==> src/design/hydra_consts.svh <==
`ifndef HYDRA_CONSTS_SVH
`define HYDRA_CONSTS_SVH

// switch dimensions
`define HYDRA_PORTS 4
`define HYDRA_PRIOS 4

// shared page buffer geometry
`define HYDRA_PAGES 32
`define HYDRA_PAGE_WORDS 8

// longest packet, 8 full pages
`define HYDRA_MAX_WORDS 64

// data path width
`define HYDRA_DATA_W 16

`endif

==> src/design/hydra_pkg.sv <==
`default_nettype none
`include "hydra_consts.svh"

package hydra_pkg;

    typedef logic [`HYDRA_DATA_W-1:0] word_t;
    typedef logic [$clog2(`HYDRA_PORTS)-1:0] port_t;
    typedef logic [$clog2(`HYDRA_PRIOS)-1:0] prio_t;
    typedef logic [$clog2(`HYDRA_PAGES)-1:0] page_t;
    typedef logic [$clog2(`HYDRA_PAGE_WORDS)-1:0] offset_t;
    // one extra bit so a full 64-word count fits
    typedef logic [$clog2(`HYDRA_MAX_WORDS):0] length_t;

    // ingress requesters in the low half, egress in the high half
    typedef logic [2*`HYDRA_PORTS-1:0] req_t;

    typedef enum logic [1:0] {ING_IDLE, ING_WRITE, ING_POST} ingress_state_t;
    typedef enum logic [1:0] {EGR_IDLE, EGR_FETCH, EGR_DRAIN} egress_state_t;

endpackage

`default_nettype wire

==> src/design/buffer_arbiter.sv <==
`default_nettype none

module buffer_arbiter (
    input  logic            clk,
    input  logic            rst_n,
    input  hydra_pkg::req_t req,
    output hydra_pkg::req_t grant
);

    logic [$clog2($bits(hydra_pkg::req_t))-1:0] ptr;
    logic [$clog2($bits(hydra_pkg::req_t))-1:0] win;
    logic [$clog2($bits(hydra_pkg::req_t))-1:0] idx;
    logic                                        found;

    // scan from the pointer, wrapping, first request wins
    always_comb begin
        grant = '0;
        win = ptr;
        idx = ptr;
        found = 1'b0;
        for (int k = 0; k < $bits(hydra_pkg::req_t); k++) begin
            if (!found && req[idx]) begin
                found = 1'b1;
                win = idx;
            end
            idx = idx + 1'b1;
        end
        if (found) begin
            grant[win] = 1'b1;
        end
    end

    // winner drops to lowest priority next time
    always_ff @(posedge clk) begin
        if (!rst_n) begin
            ptr <= '0;
        end else if (found) begin
            ptr <= win + 1'b1;
        end
    end

endmodule

`default_nettype wire

==> config.mk <==
export PLATFORM = sky130hd
export DESIGN_NAME = buffer_arbiter
export DESIGN_NICKNAME = d
export VERILOG_FILES = /design/src/design/hydra_pkg.sv /design/src/design/buffer_arbiter.sv
export VERILOG_INCLUDE_DIRS = /design/src /design/src/design
export SDC_FILE = /design/constraint.sdc
export NUM_CORES = 1
export LEC_CHECK = 0
export BUFFER_PORTS_ARGS = -buffer_cell sky130_fd_sc_hd__buf_2
export CAP_MARGIN = 20
export CORE_UTILIZATION = 30
export CTS_CLUSTER_DIAMETER = 200
export DETAILED_ROUTE_END_ITERATION = 10
export GPL_TIMING_DRIVEN = 0
export HOLD_SLACK_MARGIN = 0.06
export PLACE_DENSITY = 0.45
export SLEW_MARGIN = 20
export SYNTH_ARGS = -nofsm -noshare
export SYNTH_HDL_FRONTEND = slang
export SYNTH_SLANG_ARGS = --single-unit
==> constraint.sdc <==
create_clock -name clk -period 8.8 [get_ports clk]
set_input_delay 1.32 -clock clk [delete_from_list [all_inputs] [get_ports clk]]
set_output_delay 1.32 -clock clk [all_outputs]
set_load 0.02 [all_outputs]
* After elaboration in Yosys (flattened, before gate mapping)
Cells that the tools add are included.
** Word-level totals
- Bits in latches :: 0
- Bits in registers :: 3
- Bits of input ports :: 10
- Output and inout port bits :: 8
- Memory bits (writable) :: 0
- ROM bits :: 0
- Memories kept :: 0
- Word-level logic and storage cells :: 68
** Operators by class
- $lt $le $gt $ge :: 10
- $add $sub $neg :: 8
- Divide/modulo/power cells :: 0
- Equality and inequality tests :: 0
- Shift-type cells :: 0
- Reductions and logical operators :: 15
- Bitwise operators :: 0
- Multiply operators :: 0
- Muxes and demuxes :: 34
** Operators with widths (number)
- $lt 3x4->1 const B :: 9
- $add 3x1->3 const B :: 8
- $bmux 1 s3 :: 8
- $mux 3 :: 7
- $mux 1 :: 17
- $logic_and 1x1->1 :: 8
- $mux 8 :: 1
- $logic_not 1->1 :: 7
- $demux 1 s3 :: 1
- $ge 3x1->1 const B :: 1

* Logic depth before layout (Yosys ltp)
- Depth in word-level cells :: 29
- Mapped depth :: 15
- Mapped depth without buffers :: 11

* Worst setup path before layout
No wires, ideal clock.
- Path kind :: input port to output port
- Start :: in req[1]
- End :: out grant[0]
- Path slack :: 3.815 ns
- Cell stages on the path :: 8
- Path buffers :: 0
- Data required time :: 7.480 ns
- Data arrival time :: 3.665 ns
- Path through :: mux4_2 or2_0 a211o_1 a21oi_4 a21oi_1 a21oi_2 nand2_2 nor4_1
** On the way
- Longest elaborated chain between the ends :: 29
- Elaborated cells on any way between the ends :: 51
- Classes of those cells :: 2 x order compare; 34 x mux; 15 x reduce/logical
** Ends and longest elaborated chain
- from (decl) :: line buffer_arbiter.sv:6 : input hydra_pkg::req_t req,
- $bmux 1 s3 :: line buffer_arbiter.sv:22 : if (!found && req[idx]) begin
- $mux 1 (implied by the code) :: line buffer_arbiter.sv:22
- $mux 1 :: line buffer_arbiter.sv:22
- $logic_not 1->1 :: line buffer_arbiter.sv:22
- $logic_and 1x1->1 :: line buffer_arbiter.sv:22
- $mux 1 :: line buffer_arbiter.sv:22
- $logic_not 1->1 :: line buffer_arbiter.sv:22
- $logic_and 1x1->1 :: line buffer_arbiter.sv:22
- [13 not listed]
- $logic_not 1->1 :: line buffer_arbiter.sv:22
- $logic_and 1x1->1 :: line buffer_arbiter.sv:22
- $mux 3 :: line buffer_arbiter.sv:22
- $lt 3x4->1 (implied by the code) / $ge 3x1->1 (equally long branches) :: line buffer_arbiter.sv:29 : grant[win] = 1'b1;
- $logic_and 1x1->1 (implied by the code) :: line buffer_arbiter.sv:29
- $mux 1 (implied by the code) :: line buffer_arbiter.sv:29
- $demux 1 s3 :: line buffer_arbiter.sv:29
- $mux 8 * :: line buffer_arbiter.sv:28 : if (found) begin
- to (decl) :: line buffer_arbiter.sv:7 : output hydra_pkg::req_t grant
Mark *: on every way between the ends. The rest lies on a longest branch, timed or not. The select of a mux whose other input is x is not followed.

* Final worst setup path
- Start :: reg ptr[0] (netlist name)
- End :: out grant[0]
** On the way
- Longest elaborated chain between the ends :: 29
- Elaborated cells on any way between the ends :: 58
- Classes of those cells :: 7 x add/sub; 2 x order compare; 34 x mux; 15 x reduce/logical
** Ends and longest elaborated chain
- from (decl) :: line buffer_arbiter.sv:10 : logic [$clog2($bits(hydra_pkg::req_t))-1:0] ptr;
- from (signal assigned) :: line buffer_arbiter.sv:38 : ptr <= win + 1'b1;
- parallel branches: the longest is 28 deep, another holds $lt 3x4->1
- $mux 8 * :: line buffer_arbiter.sv:28
Every way passes the cells marked *. The select of a mux whose other input is x is not followed.

==> impl_metrics.json <==
{
  "worst_pin_slew_ns": 0.4580,
  "largest_register_ffs": 3,
  "timing.rr.end": "ptr[2]$_SDFFE_PN0P_",
  "min_path_cells": 2,
  "antenna_cells": 0,
  "wirelength_um": 3534,
  "crit_chain": "buf_4, buf_4, inv_2, ha_1, buf_6, mux4_2, mux2i_2, o31ai_1, a22oi_1, o32ai_1, a21oi_2, nand2_2, nor4_1, buf_2",
  "async_reset_ff_frac": 0,
  "die-height_um": 69.64,
  "cts_max_path_buffers": 2,
  "cpMostUsedCell": "buf_4",
  "cts-root-buf": "clkbuf_8",
  "path_clk_slew_ns": 0.03,
  "cts_tree": "done",
  "area_growth_pct": 14.22,
  "core_mm2": 0.004384,
  "postLayoutCellArea_mm2": 0.001568,
  "ys_seq_elements": 3,
  "final_layout_size_suffix_gt1_frac": 0.4049,
  "remaining_drc_errors": 0,
  "port_buffers": 17,
  "rsz0062_at_grt": "false",
  "fmax_mhz": 183.3,
  "avgSynthCellArea_um2": 9.666,
  "track_usage": 0.1503,
  "hp-class": "flop to flop",
  "yosys.area.top_type": "mux4_2",
  "viasPerCell": 5.502,
  "ys_warn_count": 0,
  "grt_pass1_wl_um": 6003,
  "cp-startpoint": "ptr[0]$_SDFFE_PN0P_",
  "hpwl_um": 2874,
  "detail_route.wl_per_cell_um": 16.44,
  "synthesis.instances": 142,
  "num_rows": 24,
  "drv_slew": 0,
  "yosysSeqAreaShare": 0.04376,
  "synth.area.top_cells": "mux4_2 15%, mux2i_1 7.3%, xnor3_1 4.9%",
  "overflow": 0,
  "final.period_utilization": 0.6199,
  "drtIter0Drc": 24,
  "r2r_setup_slack_ns": 5.00,
  "cpMaxStageDelayCell": "mux4_2",
  "grt_pass1_vias": 1201,
  "place_area_mm2": 0.001523,
  "die_area_mm2": 0.004850,
  "arrival_ns": 4.14,
  "required_ns": 7.48,
  "synth_area_mm2": 0.001373,
  "synthesis.nets": 156,
  "dieWidth_um": 69.64,
  "clk_latency_ns": 0.22,
  "critPathCaptureType": "primary output",
  "synth_top_area_frac": 0.1477,
  "cp_top_family": "buffers and inverters",
  "rr_startpoint": "ptr[0]$_SDFFE_PN0P_",
  "maxCapViolCount": 0,
  "final.setup_skew_ns": 0.0007438,
  "ff2ff_path_depth": 14,
  "postCtsHoldBufs": 0,
  "top_register": "ptr",
  "nets": 178,
  "outcome": "finished, final reports clean",
  "start_util": 0.3131,
  "numCtsBuffers": 3,
  "synth_cell_type_count": 60,
  "setup_viol": 0,
  "gp_congestion": 0.8165,
  "firstDrtPassIters": 4,
  "cp.depth": 14,
  "slowest_delay_ns": 0.55,
  "tns_ns": 0,
  "synth_edf_count": 0,
  "cts_resized": 0,
  "crit_path_max_fanout": 11,
  "synth_commonest_cells": "10 x mux2i_1, 10 x nor2_1, 9 x mux4_2, 8 x o21ai_0, 6 x inv_1",
  "cts.sinks": 3,
  "grt_max_degree": 12,
  "vias": 1183,
  "fin_util": 0.3576,
  "design.portCount": 18,
  "slew_headroom": 0.6915,
  "ant_nets": 0,
  "finalHoldViolations": 0,
  "top_regs": "ptr (3)",
  "post_cts_buffers": 0,
  "cp-start-kind": "flop",
  "htree_levels": 1,
  "crit_type": "flop to primary output",
  "synthFlopType": "dfxtp_1",
  "period_minus_slack_ns": 5.455,
  "grt_antenna_before_repair": 0,
  "endpoint": "grant[0]",
  "critPathBufInv": 5
}
[worst min path at each step]
stage	from	to
final	ptr[1]$_SDFFE_PN0P_	ptr[1]$_SDFFE_PN0P_
after global routing	ptr[1]$_SDFFE_PN0P_	ptr[1]$_SDFFE_PN0P_
after CTS	ptr[2]$_SDFFE_PN0P_	ptr[2]$_SDFFE_PN0P_
after detailed placement	ptr[2]$_SDFFE_PN0P_	ptr[2]$_SDFFE_PN0P_
after global placement	ptr[2]$_SDFFE_PN0P_	ptr[2]$_SDFFE_PN0P_
after floorplan	ptr[1]$_SDFFE_PN0P_	ptr[1]$_SDFFE_PN0P_
[worst register-to-register path: stages, from the launching register on]
cell	delay [ns]
dfxtp_1	0.38
buf_4	0.22
buf_4	0.24
inv_2	0.16
ha_1	0.33
buf_6	0.15
mux4_2	0.54
or2_0	0.22
a211o_1	0.36
a21oi_4	0.25
a32oi_2	0.21
xnor2_4	0.26
o21ai_2	0.12
xnor2_1	0.16
a21oi_1	0.08
[layout by cell type (no fill, tap or decap), drive strengths merged, types with 2 or more instances in the layout]
cell type  count
nand2          7
nand2b         4
a31oi          3
nand3          5
xor2           2
mux2i         13
xnor3          3
a22oi          2
and4           2
o21ai         11
nor4b          2
clkbuf         5
a21oi          6
a21o           3
and2           3
and3           3
nor4           2
dfxtp          3
xnor2          6
mux2           3
or2            2
buf           22
o211ai         4
nor2          11
ha             4
nand3b         2
mux4           9
inv            7
[layer usage]
layer  vias up  track usage  part of all wire
met2        25       0.2762              0.51
met4         0      0.03333             0.011
met1       572       0.1953              0.45
met3         2     0.004360             0.032
li1        584            -                 -
met5         -            0                 0
[cell type report]
cell class | instances | area (um^2)
buffer | 6 | 48.80
clock buffer | 4 | 45.04
fill | 452 | 2816
inverter | 7 | 26.28
multi-input combinational | 126 | 1237
sequential | 3 | 60.06
tap | 52 | 65.06
timing repair buffer | 17 | 85.08
[cell families after synthesis]
| group | synth area share |
|---|---|
| AO/OA/AOI/OAI | 0.2334 |
| XOR/XNOR | 0.1495 |
| adder cells (fa/ha/maj) | 0.03646 |
| buffers and inverters | 0.05469 |
| flip-flops | 0.04376 |
| multiplexers | 0.2753 |
| AND/OR/NAND/NOR | 0.2069 |
[stage by stage]
step           worst slack (ns)  instances  hold slack (ns)
2_1_floorplan             3.815        142           0.6463
3_3_place_gp              3.521        211           0.7209
3_5_place_dp              3.558        211           0.7253
4_1_cts                   3.303        215           0.7365
5_1_grt                   3.054        215           0.7706
6_report                  3.345        215           0.7347
Power is not shown: default switching activity piles up to over one toggle a cycle in this logic, so the estimate is an artifact.
