`src/design/hydra_consts.svh`:
```
`ifndef HYDRA_CONSTS_SVH
`define HYDRA_CONSTS_SVH

// switch dimensions
`define HYDRA_PORTS 4
`define HYDRA_PRIOS 4

// shared page buffer geometry
`define HYDRA_PAGES 32
`define HYDRA_PAGE_WORDS 8

// longest packet, 8 full pages
`define HYDRA_MAX_WORDS 64

// data path width
`define HYDRA_DATA_W 16

`endif

```
`src/design/hydra_pkg.sv`:
```
`default_nettype none
`include "hydra_consts.svh"

package hydra_pkg;

    typedef logic [`HYDRA_DATA_W-1:0] word_t;
    typedef logic [$clog2(`HYDRA_PORTS)-1:0] port_t;
    typedef logic [$clog2(`HYDRA_PRIOS)-1:0] prio_t;
    typedef logic [$clog2(`HYDRA_PAGES)-1:0] page_t;
    typedef logic [$clog2(`HYDRA_PAGE_WORDS)-1:0] offset_t;
    // one extra bit so a full 64-word count fits
    typedef logic [$clog2(`HYDRA_MAX_WORDS):0] length_t;

    // ingress requesters in the low half, egress in the high half
    typedef logic [2*`HYDRA_PORTS-1:0] req_t;

    typedef enum logic [1:0] {ING_IDLE, ING_WRITE, ING_POST} ingress_state_t;
    typedef enum logic [1:0] {EGR_IDLE, EGR_FETCH, EGR_DRAIN} egress_state_t;

endpackage

`default_nettype wire

```
`src/design/port_ingress.sv`:
```
`default_nettype none

module port_ingress (
    input  logic                clk,
    input  logic                rst_n,
    input  logic                wr_sop,
    input  logic                wr_eop,
    input  logic                wr_vld,
    input  hydra_pkg::word_t    wr_data,
    output logic                pause,
    output logic                req,
    input  logic                grant,
    output hydra_pkg::word_t    wr_word,
    output hydra_pkg::offset_t  wr_offset,
    output logic                new_page,
    output hydra_pkg::page_t    wr_page,
    output hydra_pkg::page_t    prev_page,
    output logic                link,
    input  hydra_pkg::page_t    alloc_page,
    output logic                desc_valid,
    input  logic                desc_taken,
    output hydra_pkg::port_t    desc_port,
    output hydra_pkg::prio_t    desc_prio,
    output hydra_pkg::page_t    desc_head,
    output hydra_pkg::length_t  desc_len
);

    hydra_pkg::ingress_state_t state;
    logic                      held;
    logic                      held_eop;
    hydra_pkg::page_t          cur_page;
    logic                      accept;

    // one word in flight at a time, held until its buffer write is granted
    assign pause = held || state == hydra_pkg::ING_POST;
    assign accept = wr_vld && !pause;
    assign req = held;

    // offset 0 means the held word opens a page
    assign new_page = wr_offset == '0;
    assign wr_page = new_page ? alloc_page : cur_page;
    assign prev_page = cur_page;
    assign desc_valid = state == hydra_pkg::ING_POST;

    always_ff @(posedge clk) begin
        if (!rst_n) begin
            state <= hydra_pkg::ING_IDLE;
            held <= 1'b0;
        end else if (accept) begin
            held <= 1'b1;
            state <= hydra_pkg::ING_WRITE;
        end else if (grant) begin
            held <= 1'b0;
            if (held_eop) begin
                state <= hydra_pkg::ING_POST;
            end
        end else if (desc_taken) begin
            state <= hydra_pkg::ING_IDLE;
        end
    end

    always_ff @(posedge clk) begin
        if (accept) begin
            wr_word <= wr_data;
            held_eop <= wr_eop;
            if (wr_sop) begin
                // header word carries destination and priority
                wr_offset <= '0;
                desc_len <= hydra_pkg::length_t'(1);
                desc_port <= hydra_pkg::port_t'(wr_data);
                desc_prio <= wr_data[$bits(hydra_pkg::port_t) +: $bits(hydra_pkg::prio_t)];
                link <= 1'b0;
            end else begin
                wr_offset <= wr_offset + 1'b1;
                desc_len <= desc_len + 1'b1;
            end
        end
        if (grant && new_page) begin
            cur_page <= alloc_page;
            link <= 1'b1;
            // first page of the packet becomes the descriptor head
            if (!link) begin
                desc_head <= alloc_page;
            end
        end
    end

endmodule

`default_nettype wire

```
`config.mk`:
```
export PLATFORM = sky130hd
export DESIGN_NAME = port_ingress
export DESIGN_NICKNAME = d
export VERILOG_FILES = /design/src/design/hydra_pkg.sv /design/src/design/port_ingress.sv
export VERILOG_INCLUDE_DIRS = /design/src /design/src/design
export SDC_FILE = /design/constraint.sdc
export NUM_CORES = 1
export LEC_CHECK = 0
export BUFFER_PORTS_ARGS = -buffer_cell sky130_fd_sc_hd__buf_2
export CAP_MARGIN = 25
export CORE_ASPECT_RATIO = 1.2
export CORE_MARGIN = 10
export CORE_UTILIZATION = 49
export DETAILED_ROUTE_END_ITERATION = 8
export GPL_ROUTABILITY_DRIVEN = 0
export PLACE_DENSITY = 0.83
export SLEW_MARGIN = 20
export SYNTH_ARGS = -nofsm -noshare
export SYNTH_HDL_FRONTEND = slang
export SYNTH_SLANG_ARGS = --single-unit
```
`constraint.sdc`:
```
create_clock -name clk -period 3.5 [get_ports clk]
set_input_delay 0.875 -clock clk [delete_from_list [all_inputs] [get_ports clk]]
set_output_delay 0.875 -clock clk [all_outputs]
set_load 0.05 [all_outputs]
```
# ---- Yosys cells after proc, flatten, opt, wreduce, memory -nomap -nowiden
# Cells that the tools add are included.
dict set report totals {
  out_inout_bits 50
  inputBits 28
  word_cells 39
  regBits 45
}
dict set report classes {
  reduce_logical 13
  n_bitwise 2
  n_eq_ne 3
  n_mux 7
  n_addsub 2
}
# cell count
set op_table {}
lappend op_table {{2-bit AND reduction} 4}
lappend op_table {{7-bit by 1-bit adder with 7-bit output (second input constant)} 1}
lappend op_table {{2-bit two-way mux} 3}
lappend op_table {{5-bit two-way mux} 1}
lappend op_table {{2-bit nonzero test} 2}
lappend op_table {{3-bit by 1-bit adder with 3-bit output (second input constant)} 1}
lappend op_table {{3-bit logical NOT} 1}
lappend op_table {{1-bit two-way mux} 3}
lappend op_table {{3-bit by 1-bit inequality test with 1-bit output (second input constant)} 1}
lappend op_table {{3-bit nonzero test} 1}
lappend op_table {{2-bit == test (second input constant)} 1}
lappend op_table {{1-bit logical AND} 2}
lappend op_table {{2-bit by 1-bit inequality test with 1-bit output (second input constant)} 1}
lappend op_table {{1-bit NOT} 2}
lappend op_table {{2-bit OR reduction} 1}
lappend op_table {{1-bit logical NOT} 1}
lappend op_table {{1-bit logical OR} 1}

# ---- Logic depth before layout (Yosys ltp)
dict set report depth {
  ltp_word 6
  ltp_mapped 6
  depth_no_buf 5
}

# ---- Least setup slack after synthesis
# No wires, ideal clock.
dict set report synth_timing {
  path_type {flip-flop to output port}
  from {reg wr_offset[0]}
  to {out wr_page[0]}
  path_stages_with_launch 6
  required_time_ps 2625
  setup_slack_ps 964
  arrival_ps 1661
  cell_sequence {edfxtp_1 -> inv_1 -> ha_1 -> nor2b_2 -> buf_6 -> mux2_4}
}
dict set report synth_via {
  elab_chain_cells 2
}
# element line_no
set synth_rtl {}
lappend synth_rtl {{start, declared} port_ingress.sv:14} ;# output hydra_pkg::offset_t wr_offset,
lappend synth_rtl {{start signal, assigned} port_ingress.sv:74} ;# wr_offset <= wr_offset + 1'b1;
lappend synth_rtl {{3-bit logical NOT} port_ingress.sv:40} ;# assign new_page = wr_offset == '0;
lappend synth_rtl {{named net new_page} port_ingress.sv:15} ;# output logic new_page,
lappend synth_rtl {{5-bit two-way mux} port_ingress.sv:41} ;# assign wr_page = new_page ? alloc_page : cur_page;
lappend synth_rtl {{end, declared} port_ingress.sv:16} ;# output hydra_pkg::page_t wr_page,
# The timed path passes the listed nets, and every way through them passes these cells.

# ---- Worst setup path in the final report
dict set report layout_timing {
  from {reg wr_offset[0]}
  to {out wr_page[4]}
}
dict set report layout_via {
  elab_chain_cells 2
}
# element line_no
set layout_rtl {}
lappend layout_rtl {{3-bit logical NOT} port_ingress.sv:40}
lappend layout_rtl {{5-bit two-way mux} port_ingress.sv:41}
# No other way between the ends.

==> results.cfg <==
[synth]
ys_seq_area_share_pct = 76.2
synthXorXnorAreaFrac_pct = 2.04
synthesis.nets = 131
synth_mux_area_share_pct = 4.36
synth-main-ff-cell = edfxtp_1
synth_compound_area_share_pct = 2.84
synth.distinct_cells = 25
syn_inst = 100
synthSimpleGateAreaFrac_pct = 10.2
synth-edff-count = 41
synth_fa_ha_area_share_pct = 2.18
yosysWarnings = 0
ys_ff_latch = 45
async_reset_ff_share_pct = 0
synth_area_um2 = 1720
synth_area_per_cell_um2 = 17.2
synth_top_family_by_area = simple AND/OR/NAND/NOR gates

[place]
postPlaceCellArea_um2 = 2140
portBuffers = 77
dp_hpwl_mm = 3.32

[sta]
worstMarginPinSlew_ns = 0.763
fin_crit_sh_pct = 80.8
final_hold_viol_count = 0
slew_violations = 0
fin_tns_setup_ns = 0
skew_ns = 0.00241
period_minus_slack_ns = 2.83
timing.fmax_mhz = 354
max-slew-margin-rel_pct = 49.1
rsz0062_at_grt = no
setup_viol = 0

[layout]
antenna_cells = 0
nets = 214
postLayoutCoreUtil_pct = 66.7
final_cell_mix = buf_2 (77), edfxtp_1 (41), nor2_1 (8)
layout_commonest_cell = buf_2
synthToLayoutAreaGrowth_pct = 30.6
drive_above_1_share_pct = 51.1
n_fill_cell = 259
stdcell_area_um2 = 2250

[floorplanning]
start_util_pct = 51.1
core-area_um2 = 3370
fp.dieArea_um2 = 6290
rows = 23
die_x_um = 74.1
ios = 78
die_h_um = 84.9

[routing]
dr.first_iter.drc_count = 27
wirelength_mm = 4.05
wl_per_cell_um = 18.3
postRouteAntennaNets = 0
vias_per_cell = 5.12
vias = 1131
drc = 0
drtPass1Iterations = 4

[clock_network]
cts.repair.resized = 0
postCtsSetupBuffers = 0
cts.clk_slew.worst_paths_ns = 0.08
ctsHoldBuffers = 0
cts_buffers = 5
clock-sinks = 45
clockRootBuffer = clkbuf_8
clock_latency_ns = 0.29
cts_tree = done
htreeDepth = 2
clock_path_buffers = 2

[global_route]
grt_usage_pct = 12.9
grt_first_pass_wirelength_mm = 6.20
antenna_found_initial = 0
grt_max_degree = 18
overflow = 0
grt_pass1_vias = 1256

[setup_path]
regToRegEndpoint = desc_head[3]
reg2reg_from = wr_offset[0]
critPathArrivalTime_ns = 1.95
critPathLaunchType = register
reg2reg_setup_slack_ns = 1.50
endpoint_kind = primary output
crit_path_end = wr_page[4]
rr_worst_depth = 5
worstPathMaxFanout = 8
crit_required_ns = 2.62
cp-startpoint = wr_offset[0]
critPathKind = register to primary output

[power]
powerDensity_nw_per_um2 = 569
ir_drop_mv = 0.428
p_leak_uw = 0.000961

[outcome]
status = finished, final reports clean

[min_path]
hp-class = register to register

[job]
maxCapViolCount = 0
-- logic make-up after synthesis --
family	count (synthesis)
and+or+nand+nor	30
muxes	5
DFF	45
xor gates and xnor gates	4
buffers and inverters	6
AOI/OAI and AO/OA	7
adders and majority gates	3
-- state kept, by name (all words and copies together) (netlist names) --
| register | cells |
|---|---|
| prev_page | 5 |
| wr_offset | 3 |
| state | 2 |
| desc_prio | 2 |
| held_eop | 1 |
| link | 1 |
| desc_head | 5 |
| wr_word | 16 |
| req | 1 |
| desc_port | 2 |
| desc_len | 7 |
-- worst min path at each step --
| stage | start | to | slack, ns | cells past startpoint |
|---|---|---|---|---|
| 2_1_floorplan | state[1] | state[1] | 0.44 | 2 |
| 3_3_place_gp | state[1] | state[1] | 0.45 | 2 |
| 3_5_place_dp | state[1] | state[1] | 0.49 | 2 |
| 4_1_cts | state[1] | state[1] | 0.51 | 2 |
| 5_1_grt | state[1] | state[1] | 0.54 | 2 |
| 6_report | state[1] | state[1] | 0.50 | 2 |
-- Yosys cell counts (all sizes together), types with 3 or more instances --
cell type | count | area, um^2
dfxtp | 4 | 80.1
nor2b | 5 | 41.3
edfxtp | 41 | 1230
mux2 | 5 | 75.1
inv | 4 | 15.0
ha | 3 | 37.5
nor2 | 8 | 30.0
nand2 | 5 | 18.8
nand2b | 4 | 25.0
-- layout make-up --
| class | instances | area [um^2] | area share (%) |
|---|---|---|---|
| timing repair buffer | 78 | 393 | 17.5 |
| inverter | 4 | 15.0 | 0.668 |
| clock inverter | 3 | 41.3 | 1.84 |
| sequential | 45 | 1310 | 58.4 |
| multi-input combinational | 49 | 372 | 16.5 |
| clock buffer | 5 | 68.8 | 3.06 |
| tap | 37 | 46.3 | 2.06 |
-- critical path, stage by stage (launching register included) --
cell and delay (ns):
edfxtp_1 0.44, inv_1 0.09, ha_1 0.14, nor2b_2 0.43
mux2_4 0.35, buf_2 0.21
-- layer usage --
| metal | GRT usage, % | routed length, um | vias up |
|---|---|---|---|
| li1 | - | - | 526 |
| met1 | 10.5 | 1250 | 543 |
| met2 | 25.4 | 2370 | 53 |
| met3 | 6.29 | 358 | 9 |
| met4 | 3.74 | 69 | 0 |
| met5 | 0 | 0 | - |
-- power by group --
part | switching [uW] | total, uW | internal [uW]
clock network | 160 | 370 | 210
logic | 195 | 259 | 63.7
registers | 19.4 | 649 | 630
total | 374 | 1280 | 903
-- metrics by stage --
| stage | hold slack, ns | instances | setup WS (ns) | power [uW] |
|---|---|---|---|---|
| finish | 0.501 | 221 | 0.671 | 1280 |
| global route | 0.539 | 221 | 0.563 | 1330 |
| CTS | 0.505 | 221 | 0.659 | 1290 |
| detailed placement | 0.491 | 213 | 0.993 | 923 |
| global placement | 0.450 | 213 | 1.07 | 914 |
| floorplan | 0.439 | 100 | 0.964 | 854 |
Note: power is estimated with default switching activity, not from simulation.
