File: src/design/hydra_consts.svh
`ifndef HYDRA_CONSTS_SVH
`define HYDRA_CONSTS_SVH

// switch dimensions
`define HYDRA_PORTS 4
`define HYDRA_PRIOS 4

// shared page buffer geometry
`define HYDRA_PAGES 32
`define HYDRA_PAGE_WORDS 8

// longest packet, 8 full pages
`define HYDRA_MAX_WORDS 64

// data path width
`define HYDRA_DATA_W 16

`endif

File: src/design/hydra_pkg.sv
`default_nettype none
`include "hydra_consts.svh"

package hydra_pkg;

    typedef logic [`HYDRA_DATA_W-1:0] word_t;
    typedef logic [$clog2(`HYDRA_PORTS)-1:0] port_t;
    typedef logic [$clog2(`HYDRA_PRIOS)-1:0] prio_t;
    typedef logic [$clog2(`HYDRA_PAGES)-1:0] page_t;
    typedef logic [$clog2(`HYDRA_PAGE_WORDS)-1:0] offset_t;
    // one extra bit so a full 64-word count fits
    typedef logic [$clog2(`HYDRA_MAX_WORDS):0] length_t;

    // ingress requesters in the low half, egress in the high half
    typedef logic [2*`HYDRA_PORTS-1:0] req_t;

    typedef enum logic [1:0] {ING_IDLE, ING_WRITE, ING_POST} ingress_state_t;
    typedef enum logic [1:0] {EGR_IDLE, EGR_FETCH, EGR_DRAIN} egress_state_t;

endpackage

`default_nettype wire

File: src/design/port_egress.sv
`default_nettype none

module port_egress (
    input  logic                clk,
    input  logic                rst_n,
    input  logic                ready,
    input  logic                pkt_avail,
    input  hydra_pkg::page_t    pkt_head,
    input  hydra_pkg::length_t  pkt_len,
    output logic                pkt_take,
    output logic                req,
    input  logic                grant,
    output hydra_pkg::page_t    rd_page,
    output hydra_pkg::offset_t  rd_offset,
    input  hydra_pkg::word_t    rdata,
    input  hydra_pkg::page_t    rlink,
    output logic                free_valid,
    output hydra_pkg::page_t    free_page,
    output logic                rd_sop,
    output logic                rd_eop,
    output logic                rd_vld,
    output hydra_pkg::word_t    rd_data
);

    hydra_pkg::egress_state_t state;
    hydra_pkg::length_t       len;
    hydra_pkg::length_t       cnt;
    logic                     last;

    // ready only matters while idle
    assign pkt_take = state == hydra_pkg::EGR_IDLE && ready && pkt_avail;
    assign req = state == hydra_pkg::EGR_FETCH;
    assign last = hydra_pkg::length_t'(cnt + 1'b1) == len;
    // buffer read data lands one cycle after the grant
    assign rd_data = rdata;

    always_ff @(posedge clk) begin
        if (!rst_n) begin
            state <= hydra_pkg::EGR_IDLE;
            rd_vld <= 1'b0;
            rd_sop <= 1'b0;
            rd_eop <= 1'b0;
            free_valid <= 1'b0;
        end else begin
            rd_vld <= grant;
            rd_sop <= grant && cnt == '0;
            rd_eop <= grant && last;
            // page done once its last word or the packet's last word is read
            free_valid <= grant && (last || rd_offset == '1);
            case (state)
                hydra_pkg::EGR_IDLE: begin
                    if (pkt_take) begin
                        state <= hydra_pkg::EGR_FETCH;
                    end
                end
                hydra_pkg::EGR_FETCH: begin
                    if (grant) begin
                        state <= hydra_pkg::EGR_DRAIN;
                    end
                end
                hydra_pkg::EGR_DRAIN: begin
                    state <= rd_eop ? hydra_pkg::EGR_IDLE : hydra_pkg::EGR_FETCH;
                end
                default: begin
                    state <= hydra_pkg::EGR_IDLE;
                end
            endcase
        end
    end

    always_ff @(posedge clk) begin
        if (pkt_take) begin
            rd_page <= pkt_head;
            rd_offset <= '0;
            cnt <= '0;
            len <= pkt_len;
        end
        if (grant) begin
            rd_offset <= rd_offset + 1'b1;
            cnt <= cnt + 1'b1;
            free_page <= rd_page;
        end
        // offset wrapped, follow the link read with the last word
        if (state == hydra_pkg::EGR_DRAIN && rd_offset == '0 && !rd_eop) begin
            rd_page <= rlink;
        end
    end

endmodule

`default_nettype wire

File: config.mk
export PLATFORM = sky130hd
export DESIGN_NAME = port_egress
export DESIGN_NICKNAME = d
export VERILOG_FILES = /design/src/design/hydra_pkg.sv /design/src/design/port_egress.sv
export VERILOG_INCLUDE_DIRS = /design/src /design/src/design
export SDC_FILE = /design/constraint.sdc
export NUM_CORES = 1
export LEC_CHECK = 0
export BUFFER_PORTS_ARGS = -buffer_cell sky130_fd_sc_hd__buf_4
export CAP_MARGIN = 20
export CORE_MARGIN = 4
export CORE_UTILIZATION = 45
export DETAILED_ROUTE_END_ITERATION = 7
export GPL_ROUTABILITY_DRIVEN = 0
export PLACE_DENSITY = 0.78
export SYNTH_ARGS = -nofsm -noshare
export SYNTH_HDL_FRONTEND = slang
export SYNTH_SLANG_ARGS = --single-unit
File: constraint.sdc
create_clock -name clk -period 2.2 [get_ports clk]
set_input_delay 0 -clock clk [delete_from_list [all_inputs] [get_ports clk]]
set_output_delay 0 -clock clk [all_outputs]
set_load 0.1 [all_outputs]
After elaboration in Yosys (flattened, before gate mapping)
Cells that the tools add are included.
Widths: inputs -> output; s select.

storage, ports and cells
  register bits after elaboration = 33
  output and inout bits = 35

cells by class
  add/sub/neg operators = 2
  eq/ne operators = 6
  muxes and demuxes = 10
  reductions and logical operators = 15

operators with widths
  kind                 count
  $mux 7               2
  $mux 5               2
  $add 7x1->7 const B  1
  $eq 7x7->1           1
  $logic_and 1x1->1    7
  $logic_not 7->1      1
  $mux 3               2
  $pmux 2 s3           1
  $mux 2               2
  $reduce_bool 2->1    2
  $add 3x1->3 const B  1
  $eq 3x3->1 const B   1
  $logic_not 3->1      1
  $eq 2x1->1 const B   1
  $eq 2x2->1 const B   1
  $logic_not 2->1      1
  $ne 2x1->1 const B   1
  $ne 2x2->1 const B   1
  $reduce_and 2->1     1
  $logic_not 1->1      1
  $logic_or 1x1->1     1
  $mux 1               1

Depth between registers and ports, before layout
  depth after elaboration = 5
  gate-level depth with buffers = 5

Least setup slack after synthesis
No wires, ideal clock.

  path kind = register to register
  from = reg state[1]
  to = reg cnt[0] (enable)
  arrival time = 3474 ps
  slack = -1594 ps
  cell stages (with the launch flop) = 3
  buffers on the path = 0
  period minus slack after synthesis = 3794 ps
  path through = dfxtp_1 -> nor3_1 -> or2_2

on the way
  word-level cells in the longest chain between the ends = 4

RTL lines
  element                             RTL line           text
  start, declared                     port_egress.sv:25  hydra_pkg::egress_state_t state;
  start signal, assigned              port_egress.sv:39  state <= hydra_pkg::EGR_IDLE;
  start signal, assigned              port_egress.sv:53  state <= hydra_pkg::EGR_FETCH;
  start signal, assigned              port_egress.sv:58  state <= hydra_pkg::EGR_DRAIN;
  $logic_not 2->1                     port_egress.sv:31  assign pkt_take = state == hydra_pkg::EGR_IDLE && ready && pkt_avail;
  $logic_and 1x1->1 (2 in series)     port_egress.sv:31
  named net pkt_take                  port_egress.sv:10  output logic pkt_take,
  $reduce_bool 2->1 (no source line)  n/a
  end signal, assigned                port_egress.sv:80  cnt <= cnt + 1'b1;
  end, declared                       port_egress.sv:27  hydra_pkg::length_t cnt;

The timed path passes the listed nets, and every way through them passes these cells.
A chain may end at the register's enable or synchronous reset.

Final worst setup path
  from = reg rd_offset[0]
  to = reg rd_page[2] (data pin)

on the way
  word-level cells in the longest chain between the ends = 4

RTL lines
  element                          RTL line           text
  start, declared                  port_egress.sv:14  output hydra_pkg::offset_t rd_offset,
  start signal, assigned           port_egress.sv:79  rd_offset <= rd_offset + 1'b1;
  $logic_not 3->1                  port_egress.sv:84  if (state == hydra_pkg::EGR_DRAIN && rd_offset == '0 && !rd_eop) begin
  $logic_and 1x1->1 (2 in series)  port_egress.sv:84
  $mux 5                           port_egress.sv:84
  end signal, assigned             port_egress.sv:73  rd_page <= pkt_head;
  end signal, assigned             port_egress.sv:85  rd_page <= rlink;
  end, declared                    port_egress.sv:13  output hydra_pkg::page_t rd_page,

No other way between the ends.

==> flow_metrics.tcl <==
set metrics [dict create \
    mapped_nets 160 \
    cp_cell_sequence "inv_1 -> ha_1 -> nand4b_1 -> buf_4 -> mux2_2 -> dlygate4sd3_1" \
    syn-cell-area_um2 1560 \
    timing_worst_setup_path_type "reg2reg" \
    worst_setup_path_start_kind "flip-flop" \
    yosys_warnings 0 \
    synth-simple-area-share 0.125 \
    cts-buffers-inserted 5 \
    timing.critical_path.required_ps 2300 \
    cts.clk_slew.worst_paths_ps 100 \
    synthXorXnorAreaFrac 0.0896 \
    layout.nets 209 \
    final.period_utilization 0.949 \
    reg2reg_setup_slack_ps 110 \
    wirelength_um 3330 \
    cp_max_fo 6 \
    tns_ps 0 \
    placement_rows 21 \
    cts_root_buf "sky130_fd_sc_hd__clkbuf_4" \
    cap_violations 0 \
    drt_first_pass_iters 4 \
    antenna-diode-count 0 \
    number_of_drc_violations_after_detailed_routing 0 \
    final-setup-viol-count 0 \
    die_x_um 67.0 \
    fmax_ghz 0.479 \
    post_synth_num_cell_types 27 \
    antenna_left 0 \
    syn_inst 117 \
    synth-seq-area-share 0.595 \
    rsz0062_at_grt "no" \
    global_route_wire_length_before_repair_um 5140 \
    area_delta_synth_final_pct 31.4 \
    maximum_clock_insertion_buffer_count 2 \
    crit_path_max_incr_delay_ps 580 \
    clock-sinks 33 \
    critical_path_arrival_ps 2190 \
    synth_compound_gate_area_share 0.0184 \
    hold_violations 0 \
    critical-path-slowest-cell "sky130_fd_sc_hd__dlygate4sd3_1" \
    detail_route.iter0.violations 56 \
    port-buffer-count 40 \
    dieArea_um2 4480 \
    finalWorstPathRequiredPeriod_ps 2090 \
    grt_start_max_net_pins 19 \
    antenna_violations_before_repair 0 \
    core_area_um2 3340 \
    dpl.hpwl_um 2200 \
    post_synth.cell_area_avg_um2 13.4 \
    max_slew.worst_pin.slew_ps 505 \
    clkLatencyLatePin_ps 350 \
    final_layout_size_suffix_gt1_frac 0.353 \
    synth_top_family_by_area "simple AND/OR/NAND/NOR gates" \
    route.detailed.vias_per_inst 4.71 \
    global_route.overflow_total 0 \
    detailroute.via_count 1003 \
    grt_usage 0.164 \
    io_pins 73 \
    multiplexer_area_fraction_after_synthesis 0.0360 \
    fin_worst_hold_slack_ps 0.0439 \
    worst_hold_path_type "in2out" \
    vdd.ir_drop.worst_mv 0.387 \
    synth_adder_area_share 0.0400 \
    final.setup_skew_ps 10.6 \
    synth.ff_latch_count 33 \
    tritoncts_clock_tree "done" \
    postCtsResizedCells 0 \
    finalPower_mw 1.47 \
    fill_cells 269 \
    route.detailed.wl_per_inst_um 15.6 \
    initial_core_util 0.469 \
    run_status "complete, no violations" \
    timing.slew.headroom 0.662 \
    setup.worst_path.end_class "flip-flop" \
    pwr_density_cell_nw_per_um2 717 \
    maxSlewViolCount 0 \
    dieHeight_um 67.0 \
    power_leakage_nw 0.841 \
    ctsHtreeMaxLevel 2 \
    number_of_global_route_vias_before_repair 1036 \
]
routing by layer:
| metal | track usage | vias up | part of all wire |
|---|---|---|---|
| met5 | 0 | - | 0 |
| met4 | 0.106 | 0 | 0.041 |
| met3 | 0.0590 | 20 | 0.068 |
| met2 | 0.267 | 29 | 0.50 |
| met1 | 0.178 | 469 | 0.39 |
| li1 | - | 485 | - |
cells by family after synthesis:
| kind of cell | after synthesis |
|---|---|
| multiplexers | 5 |
| adder cells (fa/ha/maj) | 5 |
| flip-flops | 33 |
| AND/OR/NAND/NOR | 31 |
| XOR/XNOR | 16 |
| AO/OA/AOI/OAI | 3 |
| buffers and inverters | 24 |
cell usage in the layout (no fill, tap or decap), drive strengths merged:
cell type and n:
and3 1, nor4b 1, mux2 5, inv 7, a21boi 1, nand3 4, xnor2 12, nor2b 2
dfxtp 6, nand2b 1, nand4 1, a21oi 1, or4 1, or2 1, and2 8, nand4b 1
nand2 5, edfxtp 27, dlygate4sd3 18, nor2 3, xor2 4, buf 41, ha 5, clkbuf 8
nor4 1, o41ai 1, nor3 1
Yosys cell counts:
| cell | count | area [um2] |
|---|---|---|
| sky130_fd_sc_hd__nor2_1 | 3 | 11.3 |
| sky130_fd_sc_hd__nor3_1 | 1 | 5.00 |
| sky130_fd_sc_hd__nand3_2 | 2 | 20.0 |
| sky130_fd_sc_hd__or2_2 | 1 | 6.26 |
| sky130_fd_sc_hd__clkbuf_1 | 1 | 3.75 |
| sky130_fd_sc_hd__dfxtp_1 | 6 | 120 |
| sky130_fd_sc_hd__ha_1 | 5 | 62.6 |
| sky130_fd_sc_hd__nand2_1 | 5 | 18.8 |
| sky130_fd_sc_hd__and2_1 | 8 | 50.1 |
| sky130_fd_sc_hd__nand4b_1 | 1 | 8.76 |
| sky130_fd_sc_hd__mux2_2 | 5 | 56.3 |
| sky130_fd_sc_hd__xor2_1 | 4 | 35.0 |
| sky130_fd_sc_hd__nand3_1 | 2 | 10.0 |
| sky130_fd_sc_hd__nor4_1 | 1 | 6.26 |
| sky130_fd_sc_hd__o41ai_2 | 1 | 16.3 |
| sky130_fd_sc_hd__a21boi_0 | 1 | 7.51 |
| sky130_fd_sc_hd__nor4b_2 | 1 | 15.0 |
| sky130_fd_sc_hd__a21oi_1 | 1 | 5.00 |
| sky130_fd_sc_hd__and3_4 | 1 | 11.3 |
| sky130_fd_sc_hd__or4_1 | 1 | 7.51 |
| sky130_fd_sc_hd__xnor2_1 | 12 | 105 |
| sky130_fd_sc_hd__inv_1 | 7 | 26.3 |
| sky130_fd_sc_hd__nor2b_1 | 2 | 12.5 |
| sky130_fd_sc_hd__nand4_1 | 1 | 6.26 |
| sky130_fd_sc_hd__edfxtp_1 | 27 | 811 |
| sky130_fd_sc_hd__buf_4 | 16 | 120 |
| sky130_fd_sc_hd__nand2b_1 | 1 | 6.26 |
flip-flops by register name (all words and copies together) (netlist names):
| signal | cells |
|---|---|
| state | 2 |
| cnt | 7 |
| rd_eop | 1 |
| rd_vld | 1 |
| rd_page | 5 |
| rd_offset | 3 |
| free_page | 5 |
| free_valid | 1 |
| rd_sop | 1 |
| len | 7 |
final cells by class:
class                      count  area (um2)  share of cell area
clock buffer                   8        58.8              0.0286
tap                           46        57.6              0.0280
multi-input combinational     60         494               0.240
inverter                       7        26.3              0.0128
sequential                    33         931               0.453
timing repair buffer          59         488               0.237
worst max-delay path: cells and delay by family (launching register included):
kind / cells / cell delay, ps
buf+inv: 3 / 800
flops: 1 / 430
mux: 1 / 330
fa+ha+maj: 1 / 200
simple gates: 1 / 90
what timing repair did:
action                     CTS  global route
setup buffers                0             1
hold endpoints to repair    16             0
setup endpoints to repair    0             4
hold buffers                18             0
through the flow:
| step | worst slack [ps] | instance area (um2) | cells | util |
|---|---|---|---|---|
| CTS | 65.7 | 2050 | 212 | 0.614 |
| global placement | 634 | 1810 | 186 | 0.542 |
| global route | 67.5 | 2060 | 213 | 0.616 |
| finish | 112 | 2060 | 213 | 0.616 |
| detailed placement | 584 | 1810 | 186 | 0.542 |
| floorplan | 113 | 1580 | 117 | - |
final timing paths:
| check | start | end | depth (start not counted) |
|---|---|---|---|
| hold / removal | rdata[15] | rd_data[15] | 0 |
| setup reg to reg | rd_offset[0] | rd_page[2] | 6 |
| setup / recovery | rd_offset[0] | rd_page[2] | 6 |
| hold reg to reg | rd_page[4] | free_page[4] | 0 |
report_power, final:
group	total [mW]	internal [mW]	switching, mW
combinational	0.349	0.124	0.225
clock	0.366	0.158	0.208
sequential	0.759	0.724	0.0344
Power figures use the tool's default switching activity.
